`src/ulaPkg.sv`:
```
// Processing unit package with widths, data types, ALU opcodes, instruction fields and states
package ulaPkg;
	localparam int WordBits = 16;                   // Data path width
	localparam int RegCount = 8;                    // Register file size
	localparam int ProgDepth = 16;                  // Program store words
	localparam int RegAddrBits = $clog2(RegCount);  // 3 bit register index
	localparam int PcBits = $clog2(ProgDepth);      // 4 bit program address

	typedef logic [WordBits-1:0] wordT;             // Signed data word, two's complement
	typedef logic [RegAddrBits-1:0] regAddrT;
	typedef logic [4:0] opCodeT;                    // ALU control code
	typedef logic [PcBits-1:0] pcT;
	typedef logic [WordBits-1:0] instrT;
	typedef logic [3:0] flagsT;                     // Zero, carry, sign, overflow

	// Flag positions inside flagsT
	localparam int FlagZ = 3;
	localparam int FlagC = 2;
	localparam int FlagS = 1;
	localparam int FlagO = 0;

	localparam flagsT ArithMask = 4'b1111;          // Arithmetic touches every flag
	localparam flagsT ShiftMask = 4'b1110;          // Z, C and S
	localparam flagsT LogicMask = 4'b1010;          // Z and S only
	localparam flagsT NoFlags = 4'b0000;            // Constants, copies, unused codes

	// Instruction layout, fields counted from their lsb
	localparam int HaltBit = 15;
	localparam int OpLsb = 10;
	localparam int DstLsb = 7;
	localparam int SrcALsb = 4;
	localparam int SrcBLsb = 1;

	localparam opCodeT OpAdd = 5'b00000;      // A + B
	localparam opCodeT OpAddInc = 5'b00001;   // A + B + 1
	localparam opCodeT OpInc = 5'b00011;      // A + 1
	localparam opCodeT OpSubDec = 5'b00100;   // A - B - 1
	localparam opCodeT OpSub = 5'b00101;      // A - B
	localparam opCodeT OpDec = 5'b00110;      // A - 1
	localparam opCodeT OpShl = 5'b01000;      // Logical shift left
	localparam opCodeT OpSar = 5'b01001;      // Arithmetic shift right
	localparam opCodeT OpZero = 5'b10000;
	localparam opCodeT OpAnd = 5'b10001;
	localparam opCodeT OpNotAAndB = 5'b10010;
	localparam opCodeT OpCopyB = 5'b10011;
	localparam opCodeT OpAAndNotB = 5'b10100;
	localparam opCodeT OpCopyA = 5'b10101;
	localparam opCodeT OpXor = 5'b10110;
	localparam opCodeT OpOr = 5'b10111;
	localparam opCodeT OpNor = 5'b11000;
	localparam opCodeT OpXnor = 5'b11001;
	localparam opCodeT OpNotA = 5'b11010;
	localparam opCodeT OpNotAOrB = 5'b11011;
	localparam opCodeT OpNotB = 5'b11100;
	localparam opCodeT OpAOrNotB = 5'b11101;
	localparam opCodeT OpNand = 5'b11110;
	localparam opCodeT OpOne = 5'b11111;

	typedef enum logic [1:0] {SeqIdle, SeqFetch, SeqExec, SeqWrite} seqStateT;
endpackage

```
`src/ulaBus.sv`:
```
// ALU bus linking register operands, sequencer control code and ALU result and flags
interface ulaBus;
	ulaPkg::wordT opA;         // Operand A from the register file
	ulaPkg::wordT opB;         // Operand B from the register file
	ulaPkg::opCodeT control;   // Opcode of the instruction in flight
	ulaPkg::wordT result;      // Combinational ALU result
	ulaPkg::flagsT flags;      // Registered status flags

	modport regSide (
		output opA,
		output opB
	);

	modport ctlSide (
		output control
	);

	modport aluSide (
		input opA,
		input opB,
		input control,
		output result,
		output flags
	);
endinterface

```
`src/ula.sv`:
```
// ALU computing all 32 control codes with a flag register loaded per operation class
module ula (
	input logic clk,
	input logic rstN,
	ulaBus.aluSide bus,
	input logic flagsWe
);
	localparam int Msb = ulaPkg::WordBits - 1;

	ulaPkg::wordT res;
	ulaPkg::wordT bEff;               // B as used by arithmetic, 1 for inc and dec
	logic [ulaPkg::WordBits:0] wide;  // Bit 16 holds carry or borrow
	logic isSub;
	logic carryBit;
	logic ovfBit;
	ulaPkg::flagsT updMask;
	ulaPkg::flagsT cand;
	ulaPkg::flagsT flagsQ;

	always_comb begin
		res = ulaPkg::wordT'(bus.control);  // Unused codes echo the control code
		bEff = bus.opB;
		wide = '0;
		isSub = 1'b0;
		carryBit = 1'b0;
		updMask = ulaPkg::NoFlags;
		case (bus.control)
			ulaPkg::OpAdd, ulaPkg::OpAddInc, ulaPkg::OpInc: begin
				if (bus.control == ulaPkg::OpInc)
					bEff = ulaPkg::wordT'(1);
				wide = {1'b0, bus.opA} + {1'b0, bEff};
				if (bus.control == ulaPkg::OpAddInc)
					wide = wide + 1'b1;   // Carry in
				updMask = ulaPkg::ArithMask;
			end
			ulaPkg::OpSubDec, ulaPkg::OpSub, ulaPkg::OpDec: begin
				if (bus.control == ulaPkg::OpDec)
					bEff = ulaPkg::wordT'(1);
				wide = {1'b0, bus.opA} - {1'b0, bEff};  // Wraps, so bit 16 is the borrow
				if (bus.control == ulaPkg::OpSubDec)
					wide = wide - 1'b1;
				isSub = 1'b1;
				updMask = ulaPkg::ArithMask;
			end
			ulaPkg::OpShl: begin
				res = bus.opA << 1;
				carryBit = bus.opA[Msb];    // Bit shifted out on the left
				updMask = ulaPkg::ShiftMask;
			end
			ulaPkg::OpSar: begin
				res = ulaPkg::wordT'($signed(bus.opA) >>> 1);  // Sign bit kept
				carryBit = bus.opA[0];
				updMask = ulaPkg::ShiftMask;
			end
			ulaPkg::OpZero: res = '0;
			ulaPkg::OpCopyB: res = bus.opB;
			ulaPkg::OpOne: res = ulaPkg::wordT'(1);
			ulaPkg::OpAnd: res = bus.opA & bus.opB;
			ulaPkg::OpNotAAndB: res = ~bus.opA & bus.opB;
			ulaPkg::OpAAndNotB: res = bus.opA & ~bus.opB;
			ulaPkg::OpCopyA: res = bus.opA;
			ulaPkg::OpXor: res = bus.opA ^ bus.opB;
			ulaPkg::OpOr: res = bus.opA | bus.opB;
			ulaPkg::OpNor: res = ~bus.opA & ~bus.opB;
			ulaPkg::OpXnor: res = ~(bus.opA ^ bus.opB);
			ulaPkg::OpNotA: res = ~bus.opA;
			ulaPkg::OpNotAOrB: res = ~bus.opA | bus.opB;
			ulaPkg::OpNotB: res = ~bus.opB;
			ulaPkg::OpAOrNotB: res = bus.opA | ~bus.opB;
			ulaPkg::OpNand: res = ~bus.opA | ~bus.opB;
			default: ;
		endcase
		// Logic class is every code from 10001 up except copy of B and the constant one
		if (bus.control[4]
				&& !(bus.control inside {ulaPkg::OpZero, ulaPkg::OpCopyB, ulaPkg::OpOne}))
			updMask = ulaPkg::LogicMask;
		if (updMask == ulaPkg::ArithMask) begin
			res = wide[Msb:0];
			carryBit = wide[ulaPkg::WordBits];
		end
		// Signed overflow: result sign departs from A when the operand signs allow it
		if (isSub)
			ovfBit = (bus.opA[Msb] != bEff[Msb]) && (res[Msb] != bus.opA[Msb]);
		else
			ovfBit = (bus.opA[Msb] == bEff[Msb]) && (res[Msb] != bus.opA[Msb]);
		cand[ulaPkg::FlagZ] = (res == '0);
		cand[ulaPkg::FlagC] = carryBit;
		cand[ulaPkg::FlagS] = res[Msb];
		cand[ulaPkg::FlagO] = ovfBit;
	end

	always_ff @(posedge clk or negedge rstN) begin
		if (!rstN)
			flagsQ <= '0;
		else if (flagsWe)
			flagsQ <= (cand & updMask) | (flagsQ & ~updMask);  // Untouched flags hold
	end

	assign bus.result = res;
	assign bus.flags = flagsQ;

	// Flags must stay known through every write-back once out of reset
	flagsKnown: assert property (@(posedge clk) disable iff (!rstN) !$isunknown(flagsQ));
endmodule

```
`src/regFile.sv`:
```
// Register file of eight words with two operand read ports, one debug read and one write port
module regFile (
	input logic clk,
	input logic rstN,
	ulaBus.regSide bus,
	input ulaPkg::regAddrT rdAddrA,
	input ulaPkg::regAddrT rdAddrB,
	input logic wrEn,
	input ulaPkg::regAddrT wrAddr,
	input ulaPkg::wordT wrData,
	input ulaPkg::regAddrT dbgAddr,
	output ulaPkg::wordT dbgData
);
	ulaPkg::wordT regs [ulaPkg::RegCount];

	// Preload or write-back, chosen upstream
	always_ff @(posedge clk or negedge rstN) begin
		if (!rstN)
			regs <= '{default: '0};          // All registers start at 0
		else if (wrEn)
			regs[wrAddr] <= wrData;
	end

	assign bus.opA = regs[rdAddrA];  // Combinational reads
	assign bus.opB = regs[rdAddrB];
	assign dbgData = regs[dbgAddr];  // Read back for the outside world
endmodule

```
`src/progMem.sv`:
```
// Program store of sixteen instructions, written from outside and read by the program counter
module progMem (
	input logic clk,
	input logic we,
	input ulaPkg::pcT wrAddr,
	input ulaPkg::instrT wrData,
	input ulaPkg::pcT rdAddr,
	output ulaPkg::instrT rdData
);
	ulaPkg::instrT mem [ulaPkg::ProgDepth];

	always_ff @(posedge clk) begin
		if (we)
			mem[wrAddr] <= wrData;   // Loading only while idle
	end

	assign rdData = mem[rdAddr];   // Async read, latched by the sequencer in fetch
endmodule

```
`src/pcCounter.sv`:
```
// Program counter with clear, step and detection of the last program address
module pcCounter (
	input logic clk,
	input logic rstN,
	input logic clear,
	input logic step,
	output ulaPkg::pcT pc,
	output logic atLast
);
	localparam ulaPkg::pcT LastAddr = ulaPkg::pcT'(ulaPkg::ProgDepth - 1);

	always_ff @(posedge clk or negedge rstN) begin
		if (!rstN)
			pc <= '0;
		else if (clear)
			pc <= '0;             // New run starts at address 0
		else if (step)
			pc <= pc + 1'b1;
	end

	assign atLast = (pc == LastAddr);  // No wrap past the end

	// Sequencer clears only in idle and steps only in write-back
	stepClearExcl: assert property (@(posedge clk) disable iff (!rstN) !(step && clear));
endmodule

```
`src/seqControl.sv`:
```
// Sequencer FSM stepping each instruction through fetch, execute and write-back
module seqControl (
	input logic clk,
	input logic rstN,
	input logic start,
	input ulaPkg::instrT instr,
	input logic atLast,
	output logic pcClear,
	output logic pcStep,
	output logic regWrEn,
	output logic flagsWe,
	output logic busy,
	output logic done,
	output ulaPkg::regAddrT rdAddrA,
	output ulaPkg::regAddrT rdAddrB,
	output ulaPkg::regAddrT wrAddr,
	ulaBus.ctlSide bus
);
	ulaPkg::seqStateT state;
	ulaPkg::seqStateT nextState;
	ulaPkg::instrT instrQ;      // Instruction in flight
	logic stopRun;

	assign stopRun = instrQ[ulaPkg::HaltBit] | atLast;  // Halt bit or end of program

	always_comb begin
		nextState = state;
		case (state)
			ulaPkg::SeqIdle: if (start) nextState = ulaPkg::SeqFetch;  // Start ignored elsewhere
			ulaPkg::SeqFetch: nextState = ulaPkg::SeqExec;
			ulaPkg::SeqExec: nextState = ulaPkg::SeqWrite;
			ulaPkg::SeqWrite: nextState = stopRun ? ulaPkg::SeqIdle : ulaPkg::SeqFetch;
			default: nextState = ulaPkg::SeqIdle;
		endcase
	end

	always_ff @(posedge clk or negedge rstN) begin
		if (!rstN) begin
			state <= ulaPkg::SeqIdle;
			done <= 1'b0;
		end else begin
			state <= nextState;
			done <= (state == ulaPkg::SeqWrite) && stopRun;  // One cycle after last write
		end
	end

	always_ff @(posedge clk) begin
		if (state == ulaPkg::SeqFetch)
			instrQ <= instr;
	end

	// Fields held stable through execute and write-back
	assign rdAddrA = instrQ[ulaPkg::SrcALsb +: ulaPkg::RegAddrBits];
	assign rdAddrB = instrQ[ulaPkg::SrcBLsb +: ulaPkg::RegAddrBits];
	assign wrAddr = instrQ[ulaPkg::DstLsb +: ulaPkg::RegAddrBits];
	assign bus.control = instrQ[ulaPkg::OpLsb +: $bits(ulaPkg::opCodeT)];

	assign pcClear = (state == ulaPkg::SeqIdle) && start;
	assign pcStep = (state == ulaPkg::SeqWrite) && !stopRun;
	assign regWrEn = (state == ulaPkg::SeqWrite);
	assign flagsWe = (state == ulaPkg::SeqWrite);  // Flags and result commit together
	assign busy = (state != ulaPkg::SeqIdle);

	// A run only ends from write-back and leaves the unit idle
	doneAfterWrite: assert property (@(posedge clk) disable iff (!rstN)
		done |-> $past(state) == ulaPkg::SeqWrite && state == ulaPkg::SeqIdle);
endmodule

```
`src/procUnit.sv`:
```
// Multicycle processing unit top level joining sequencer, program store, registers and ALU
module procUnit (
	input logic clk,
	input logic rstN,
	input logic progWe,
	input ulaPkg::pcT progAddr,
	input ulaPkg::instrT progData,
	input logic regWe,
	input ulaPkg::regAddrT regWrAddr,
	input ulaPkg::wordT regWrData,
	input ulaPkg::regAddrT regRdAddr,
	output ulaPkg::wordT regRdData,
	input logic start,
	output logic busy,
	output logic done,
	output ulaPkg::flagsT flags
);
	ulaBus bus ();

	ulaPkg::pcT pc;
	ulaPkg::instrT instr;
	logic atLast;
	logic pcClear;
	logic pcStep;
	logic seqWrEn;
	logic flagsWe;
	ulaPkg::regAddrT rdAddrA;
	ulaPkg::regAddrT rdAddrB;
	ulaPkg::regAddrT seqWrAddr;
	logic wrEn;
	ulaPkg::regAddrT wrAddr;
	ulaPkg::wordT wrData;

	// Write port goes to write-back during a run, to preload when idle
	assign wrEn = busy ? seqWrEn : regWe;
	assign wrAddr = busy ? seqWrAddr : regWrAddr;
	assign wrData = busy ? bus.result : regWrData;
	assign flags = bus.flags;

	ula alu (.clk(clk), .rstN(rstN), .bus(bus.aluSide), .flagsWe(flagsWe));

	regFile regs (
		.clk(clk), .rstN(rstN), .bus(bus.regSide),
		.rdAddrA(rdAddrA), .rdAddrB(rdAddrB),
		.wrEn(wrEn), .wrAddr(wrAddr), .wrData(wrData),
		.dbgAddr(regRdAddr), .dbgData(regRdData)
	);

	progMem prog (
		.clk(clk), .we(progWe && !busy), .wrAddr(progAddr), .wrData(progData),
		.rdAddr(pc), .rdData(instr)
	);

	pcCounter pcCnt (
		.clk(clk), .rstN(rstN), .clear(pcClear), .step(pcStep), .pc(pc), .atLast(atLast)
	);

	seqControl seq (
		.clk(clk), .rstN(rstN), .start(start), .instr(instr), .atLast(atLast),
		.pcClear(pcClear), .pcStep(pcStep), .regWrEn(seqWrEn), .flagsWe(flagsWe),
		.busy(busy), .done(done), .rdAddrA(rdAddrA), .rdAddrB(rdAddrB),
		.wrAddr(seqWrAddr), .bus(bus.ctlSide)
	);
endmodule

```
`config.mk`:
```
export PLATFORM = sky130hd
export DESIGN_NAME = procUnit
export DESIGN_NICKNAME = d
export VERILOG_FILES = /design/src/ulaPkg.sv /design/src/ulaBus.sv /design/src/ula.sv /design/src/regFile.sv /design/src/progMem.sv /design/src/pcCounter.sv /design/src/seqControl.sv /design/src/procUnit.sv
export SDC_FILE = /design/constraint.sdc
export NUM_CORES = 1
export LEC_CHECK = 0
export ABC_AREA = 1
export BUFFER_PORTS_ARGS = -buffer_cell sky130_fd_sc_hd__buf_2
export CAP_MARGIN = 40
export CORE_ASPECT_RATIO = 0.8
export CORE_MARGIN = 3
export CORE_UTILIZATION = 45
export CTS_BUF_LIST = sky130_fd_sc_hd__clkbuf_8 sky130_fd_sc_hd__clkbuf_16
export DETAILED_ROUTE_END_ITERATION = 10
export SYNTH_ARGS = -nofsm -noshare
export SYNTH_HDL_FRONTEND = slang
export SYNTH_SLANG_ARGS = --single-unit
```
`constraint.sdc`:
```
create_clock -name clk -period 9 [get_ports clk]
set_input_delay 1.35 -clock clk [delete_from_list [all_inputs] [get_ports clk]]
set_output_delay 1.35 -clock clk [all_outputs]
set_load 0.05 [all_outputs]
```
* After elaboration in Yosys (flattened, before gate mapping) *
Memories as Yosys holds them, arrays and structs flattened. A register that Yosys moved wholly into a read port is not among the register bits.
Index checks and enable logic that the tools add are counted.

word-level totals
  bits in registers = 139
  bits in writable memories = 256
  input bits = 47
  output and inout port bits = 22
  memories kept = 1

memories
  name      depth  width  rd ports  clocked after memory_dff  write ports  RTL line       text
  prog.mem  16     16     1         1                         1            progMem.sv:10  ulaPkg::instrT mem [ulaPkg::ProgDepth];

operators by class
  add/subtract/negate cells = 5
  order comparisons = 5
  equal/unequal tests = 32
  multiplexer cells = 38
  bitwise gates (word level) = 21
  reductions and logical operators = 21

operator list
  operator                                            count
  case mux 16 bit (18 select lines)                   1
  2-to-1 mux 16 bit                                   13
  binary-select mux 16 bit (select 3 bit)             3
  bitwise mux 128 bit                                 1
  == test 5 bit, second input constant                16
  AND 16 bit                                          4
  OR 16 bit                                           4
  demux 16 bit (select 3 bit)                         1
  NOT 16 bit                                          3
  2-to-1 mux 17 bit                                   2
  case mux 17 bit (2 select lines)                    1
  case mux 16 bit (2 select lines)                    1
  adder 16 x 16 -> 17 bit                             1
  adder 17 x 1 -> 17 bit, second input constant       1
  subtractor 16 x 16 -> 17 bit                        1
  subtractor 17 x 1 -> 17 bit, second input constant  1
  >= comparator 4 bit, second input constant          4
  zero test 16 bit                                    1
  NOT 3 -> 4 bit                                      4
  bitwise XOR 16 bit                                  1
  == test 5 x 3 -> 1 bit, second input constant       3
  2-to-1 mux 4 bit                                    3
  == test 5 x 4 -> 1 bit, second input constant       2
  AND 4 bit                                           2
  28 further kinds                                    48

* Logic depth before layout (Yosys ltp) *
  depth after elaboration = 16
  gate-level depth with buffers = 31

* Cells and area by module *
A second synthesis with hierarchy kept.

unflattened totals
  cell total of the unflattened synthesis = 3954
  area, all modules = 27087.2 um^2

by module, submodules not included
  module      times used  cells an instance  area each (um^2)  sequential area each (um^2)
  progMem     1           1060               11065.6           7687.4
  regFile     1           1463               8705.8            3203.1
  ula         1           1282               6063.3            100.1
  seqControl  1           56                 767.0             525.5
  procUnit    1           67                 274.0             0.0
  pcCounter   1           26                 211.5             100.1

* Worst setup path before layout *
No wires, ideal clock.

  path type = input to output
  from = input port regRdAddr[0]
  to = output port regRdData[14]
  arrival time = 3.151 ns
  data required time = 7.650 ns
  slack = 4.499 ns
  stages on the path = 8
  path buffers = 3
  cell sequence = clkbuf_1 inv_1 clkbuf_1 clkbuf_1 nand2_1 o21ai_0 a21oi_1 a31oi_1

on the way
  word-level cells in the longest chain between the ends = 4

RTL lines
  element                                                RTL line        text
  start, declared                                        procUnit.sv:11  input ulaPkg::regAddrT regRdAddr,
  NOT 3 -> 4 bit (not written as such)                   regFile.sv:26   assign dbgData = regs[dbgAddr];
  binary-select mux 16 bit (select 3 bit)                regFile.sv:26
  2-to-1 mux 16 bit (not written as such) (2 in series)  regFile.sv:26
  end, declared                                          procUnit.sv:12  output ulaPkg::wordT regRdData,

Every way passes these cells. The select of a mux whose other input is x is not followed.

==> reports/qor.log <==
INFO  logic_synthesis postSynth.topFlopCell=sky130_fd_sc_hd__edfxtp_1
INFO  global_route   first_global_vias=21951
INFO  logic_synthesis synth_sequential_area_ratio=0.456
INFO  timing         period_minus_slack=6.06ns
INFO  drt            wl_met2=39.1mm
INFO  cells_and_area finish.net_count=3339
INFO  clock_tree     cts_buffer_depth=3
INFO  logic_synthesis ys_top_cells_by_area=sky130_fd_sc_hd__edfxtp_1, sky130_fd_sc_hd__dfrtp_1, sky130_fd_sc_hd__nand2_1
INFO  clock_tree     cts-hold-fix-buffers=0
INFO  clock_tree     ctsResizeCount=0
INFO  floorplan      num_io_pins=69
INFO  clock_tree     htreeDepth=2
INFO  hold_path      timing.hold.worst.class=flop to flop
INFO  clock_tree     clk_transition_reported_paths=0.06ns
INFO  drt            drc=0
INFO  logic_synthesis ys_warn_count=0
INFO  timing         setup_viol_count_final=0
INFO  worst_setup_path crit_start=seq.instrQ[2]
INFO  clock_tree     clk_latency=0.58ns
INFO  worst_setup_path setup.worst_path.start_class=flop
INFO  timing         finalHoldViolations=0
INFO  floorplan      start_util=0.461
INFO  worst_setup_path worst_ep_required_time=9.51ns
INFO  clock_tree     tritoncts_clock_tree=built
INFO  logic_synthesis yosysTopAreaCellShare=0.313
INFO  timing         drv_slew=0
INFO  outcome        status=completed
INFO  global_route   grt_antenna_before_repair=2
INFO  cells_and_area layout-drive-gt1-share=0.0764
INFO  worst_setup_path critical_path_arrival=6.57ns
INFO  floorplan      floorplan.die.width=267um
INFO  logic_synthesis post_synthesis_cell_area=24400squm
INFO  logic_synthesis synth_area_per_cell=7.52squm
INFO  timing         rsz0062_at_grt=no
INFO  drt            starting_drc_count_in_detailed_routing=2685
INFO  global_route   grt_start_max_net_pins=88
INFO  worst_setup_path crit_fanout=19
INFO  drt            met3_wire_length=8.96mm
INFO  drt            route.final.wire_length=88.6mm
INFO  logic_synthesis synth_seq_cells=394
INFO  drt            routedLengthMet1=37.1mm
INFO  placement      dp_hpwl=61.1mm
INFO  floorplan      chipHeight=214um
INFO  logic_synthesis synth_area_leader_cell=sky130_fd_sc_hd__edfxtp_1
INFO  logic_synthesis synth_edf_count=255
INFO  drt            top_layer=met5
INFO  logic_synthesis synth_cell_type_count=43
INFO  global_route   global_route.usage.total=0.305
INFO  cells_and_area fin_util=0.506
INFO  drt            routed_wire_length_per_instance=22.3um
INFO  cells_and_area nFillCells=5079
INFO  timing         achievable-frequency=165MHz
INFO  clock_tree     cts.sink_count=394
INFO  floorplan      placement_rows=75
INFO  job            cap_violations=0
INFO  worst_setup_path worstReg2RegStart=seq.instrQ[2]
INFO  cells_and_area layout-area-overhead-vs-synth=9.81%
INFO  timing         skew=0.0432ns
INFO  timing         tns=0ns
INFO  drt            dr.pass1.iters=8
INFO  worst_setup_path ff2ff_setup_slack=2.94ns
INFO  logic_synthesis synth.net_count=3336
INFO  clock_tree     ctsRootBufferMaster=sky130_fd_sc_hd__clkbuf_16
INFO  worst_setup_path worst-r2r-cell-count=23
INFO  timing         min_period_over_period=0.673
INFO  drt            via_count=23766
INFO  timing         worst_slew_margin_rel=0.385
INFO  timing         worstMarginPinSlew=0.922ns
INFO  placement      final_gp_congestion=1.00
INFO  timing         final_critical_path_setup_slack=2.94ns
INFO  floorplan      core_area=53000squm
INFO  drt            viasPerCell=5.97
INFO  placement      place_worst_setup_slack=3.05ns
INFO  worst_setup_path critPathKind=flop to flop
INFO  clock_tree     post_cts_buffers=0
INFO  global_route   grt_overflow_total=0
INFO  worst_setup_path timing.critical_path.to_type=flop
INFO  drt            routed_antenna_nets=0
INFO  placement      port_buffers=67
INFO  global_route   grt_pass1_wl=134mm
INFO  clock_tree     tritoncts.num_buffers=41
INFO  logic_synthesis async_reset_ff_frac=0.353
INFO  floorplan      die_area=57100squm
INFO  logic_synthesis netlist_instances=3249
[synth_stat cells, types with 3 or more instances]
cell type and count:
sky130_fd_sc_hd__buf_2 26, sky130_fd_sc_hd__nand2_2 4, sky130_fd_sc_hd__o22ai_1 31, sky130_fd_sc_hd__nand4_2 3, sky130_fd_sc_hd__ha_1 38, sky130_fd_sc_hd__o2111ai_1 3
sky130_fd_sc_hd__edfxtp_1 255, sky130_fd_sc_hd__buf_6 4, sky130_fd_sc_hd__o21ai_1 5, sky130_fd_sc_hd__nor2_2 8, sky130_fd_sc_hd__inv_2 7, sky130_fd_sc_hd__o211ai_1 82
sky130_fd_sc_hd__nor3_1 11, sky130_fd_sc_hd__a221oi_1 11, sky130_fd_sc_hd__or2_2 12, sky130_fd_sc_hd__o21ai_2 4, sky130_fd_sc_hd__buf_1 11, sky130_fd_sc_hd__a21oi_1 124
sky130_fd_sc_hd__a31oi_1 18, sky130_fd_sc_hd__o221ai_1 38, sky130_fd_sc_hd__clkbuf_1 110, sky130_fd_sc_hd__nand3b_1 5, sky130_fd_sc_hd__and2_1 3, sky130_fd_sc_hd__clkinv_1 7
sky130_fd_sc_hd__nand3_1 341, sky130_fd_sc_hd__xor2_1 3, sky130_fd_sc_hd__buf_4 16, sky130_fd_sc_hd__inv_1 302, sky130_fd_sc_hd__nor2_1 340, sky130_fd_sc_hd__nand4_1 13
sky130_fd_sc_hd__o21ai_0 407, sky130_fd_sc_hd__o21bai_1 5, sky130_fd_sc_hd__nand2_1 848, sky130_fd_sc_hd__dfrtp_1 139
[kinds of logic (layout without fill, tap and decap cells)]
logic type / Yosys count / after routing / share of synthesized area
and+or+nand+nor: 1593 / 1593 / 0.271
AOI/OAI and AO/OA: 732 / 732 / 0.171
buffers and inverters: 483 / 518 / 0.0792
DFF: 394 / 394 / 0.456
adders and majority gates: 40 / 40 / 0.0211
xor gates and xnor gates: 5 / 5 / 0.00179
muxes: 2 / 2 / 0.000819
other: 0 / 1 / 0
[layout by cell type, fill, tap and decap left out, drive strengths merged]
cell      instances
nand2           852
o21ai           417
nor2            349
nand3           343
inv             314
edfxtp          255
dfrtp           139
buf             127
a21oi           124
o211ai           82
clkbuf           43
o221ai           38
ha               38
o22ai            31
clkinv           29
a31oi            18
nand4            16
nor3             13
or2              12
a221oi           11
nand3b            5
o21bai            5
and2              3
o2111ai           3
xor2              3
bufinv            3
xnor2             2
mux2i             2
o31ai             2
fa                2
clkinvlp          2
diode             1
a21boi            1
[layer usage]
metal  vias to the layer above  global-route usage
li1                      11046                   -
met1                     11245               0.431
met2                      1264               0.470
met3                       209              0.0546
met4                         2               0.111
met5                         -                   0
[state kept, by name (all words and copies together) (netlist names), named ones only]
signal	count
regs.regs	128
seq.state	2
pcCnt.pc	4
seq.done	1
seq.instrQ	15
prog.mem	240
[final cells by class]
type	instances	area [sq um]	share of cell area
tap	693	867	0.0323
timing repair buffer	127	902	0.0336
inverter	316	1190	0.0443
sequential	394	11100	0.415
clock buffer	43	1050	0.0393
multi-input combinational	2372	11400	0.425
antenna	1	2.50	0.0000933
clock inverter	32	274	0.0102
[worst min-delay path by stage]
stage                        start             end  slack, ns  depth (start not counted)
global placement     regs.regs[22]   regs.regs[22]       0.47                          2
detailed placement   regs.regs[99]   regs.regs[99]       0.47                          2
CTS                  regs.regs[99]   regs.regs[99]       0.49                          2
finish               regs.regs[78]   regs.regs[78]       0.48                          2
floorplan           regs.regs[101]  regs.regs[101]       0.45                          2
global route         regs.regs[99]   regs.regs[99]       0.50                          2
[critical path, stage by stage (launching register included)]
cell,delay (ns)
sky130_fd_sc_hd__edfxtp_1,0.89
sky130_fd_sc_hd__inv_2,0.47
sky130_fd_sc_hd__nand3_1,0.20
sky130_fd_sc_hd__nand3_1,0.29
sky130_fd_sc_hd__nand2_1,0.37
sky130_fd_sc_hd__inv_1,0.16
sky130_fd_sc_hd__or2_2,0.30
sky130_fd_sc_hd__ha_1,0.27
sky130_fd_sc_hd__fa_1,0.61
sky130_fd_sc_hd__ha_1,0.18
sky130_fd_sc_hd__nand4_1,0.18
sky130_fd_sc_hd__nor2_1,0.19
sky130_fd_sc_hd__nand3_1,0.15
sky130_fd_sc_hd__nor2_1,0.16
sky130_fd_sc_hd__nand3_1,0.15
sky130_fd_sc_hd__nor2_1,0.17
sky130_fd_sc_hd__nor2_1,0.05
sky130_fd_sc_hd__nand2_1,0.06
sky130_fd_sc_hd__nand2_1,0.10
sky130_fd_sc_hd__nor2_1,0.32
sky130_fd_sc_hd__nand2_1,0.09
sky130_fd_sc_hd__nor3_1,0.31
sky130_fd_sc_hd__nand3_1,0.23
sky130_fd_sc_hd__nand2_1,0.11
[through the flow]
stage	instance area [sq um]	std cells	hold slack, ns
3_5_place_dp	25500	3902	0.474
3_3_place_gp	25300	3884	0.468
6_report	26800	3978	0.483
2_1_floorplan	24400	3249	0.453
4_1_cts	26800	3977	0.489
5_1_grt	26800	3977	0.505
Power is left out: the tool's default activity adds up to more than one toggle a clock period on the data nets, which glitch-free logic cannot reach.
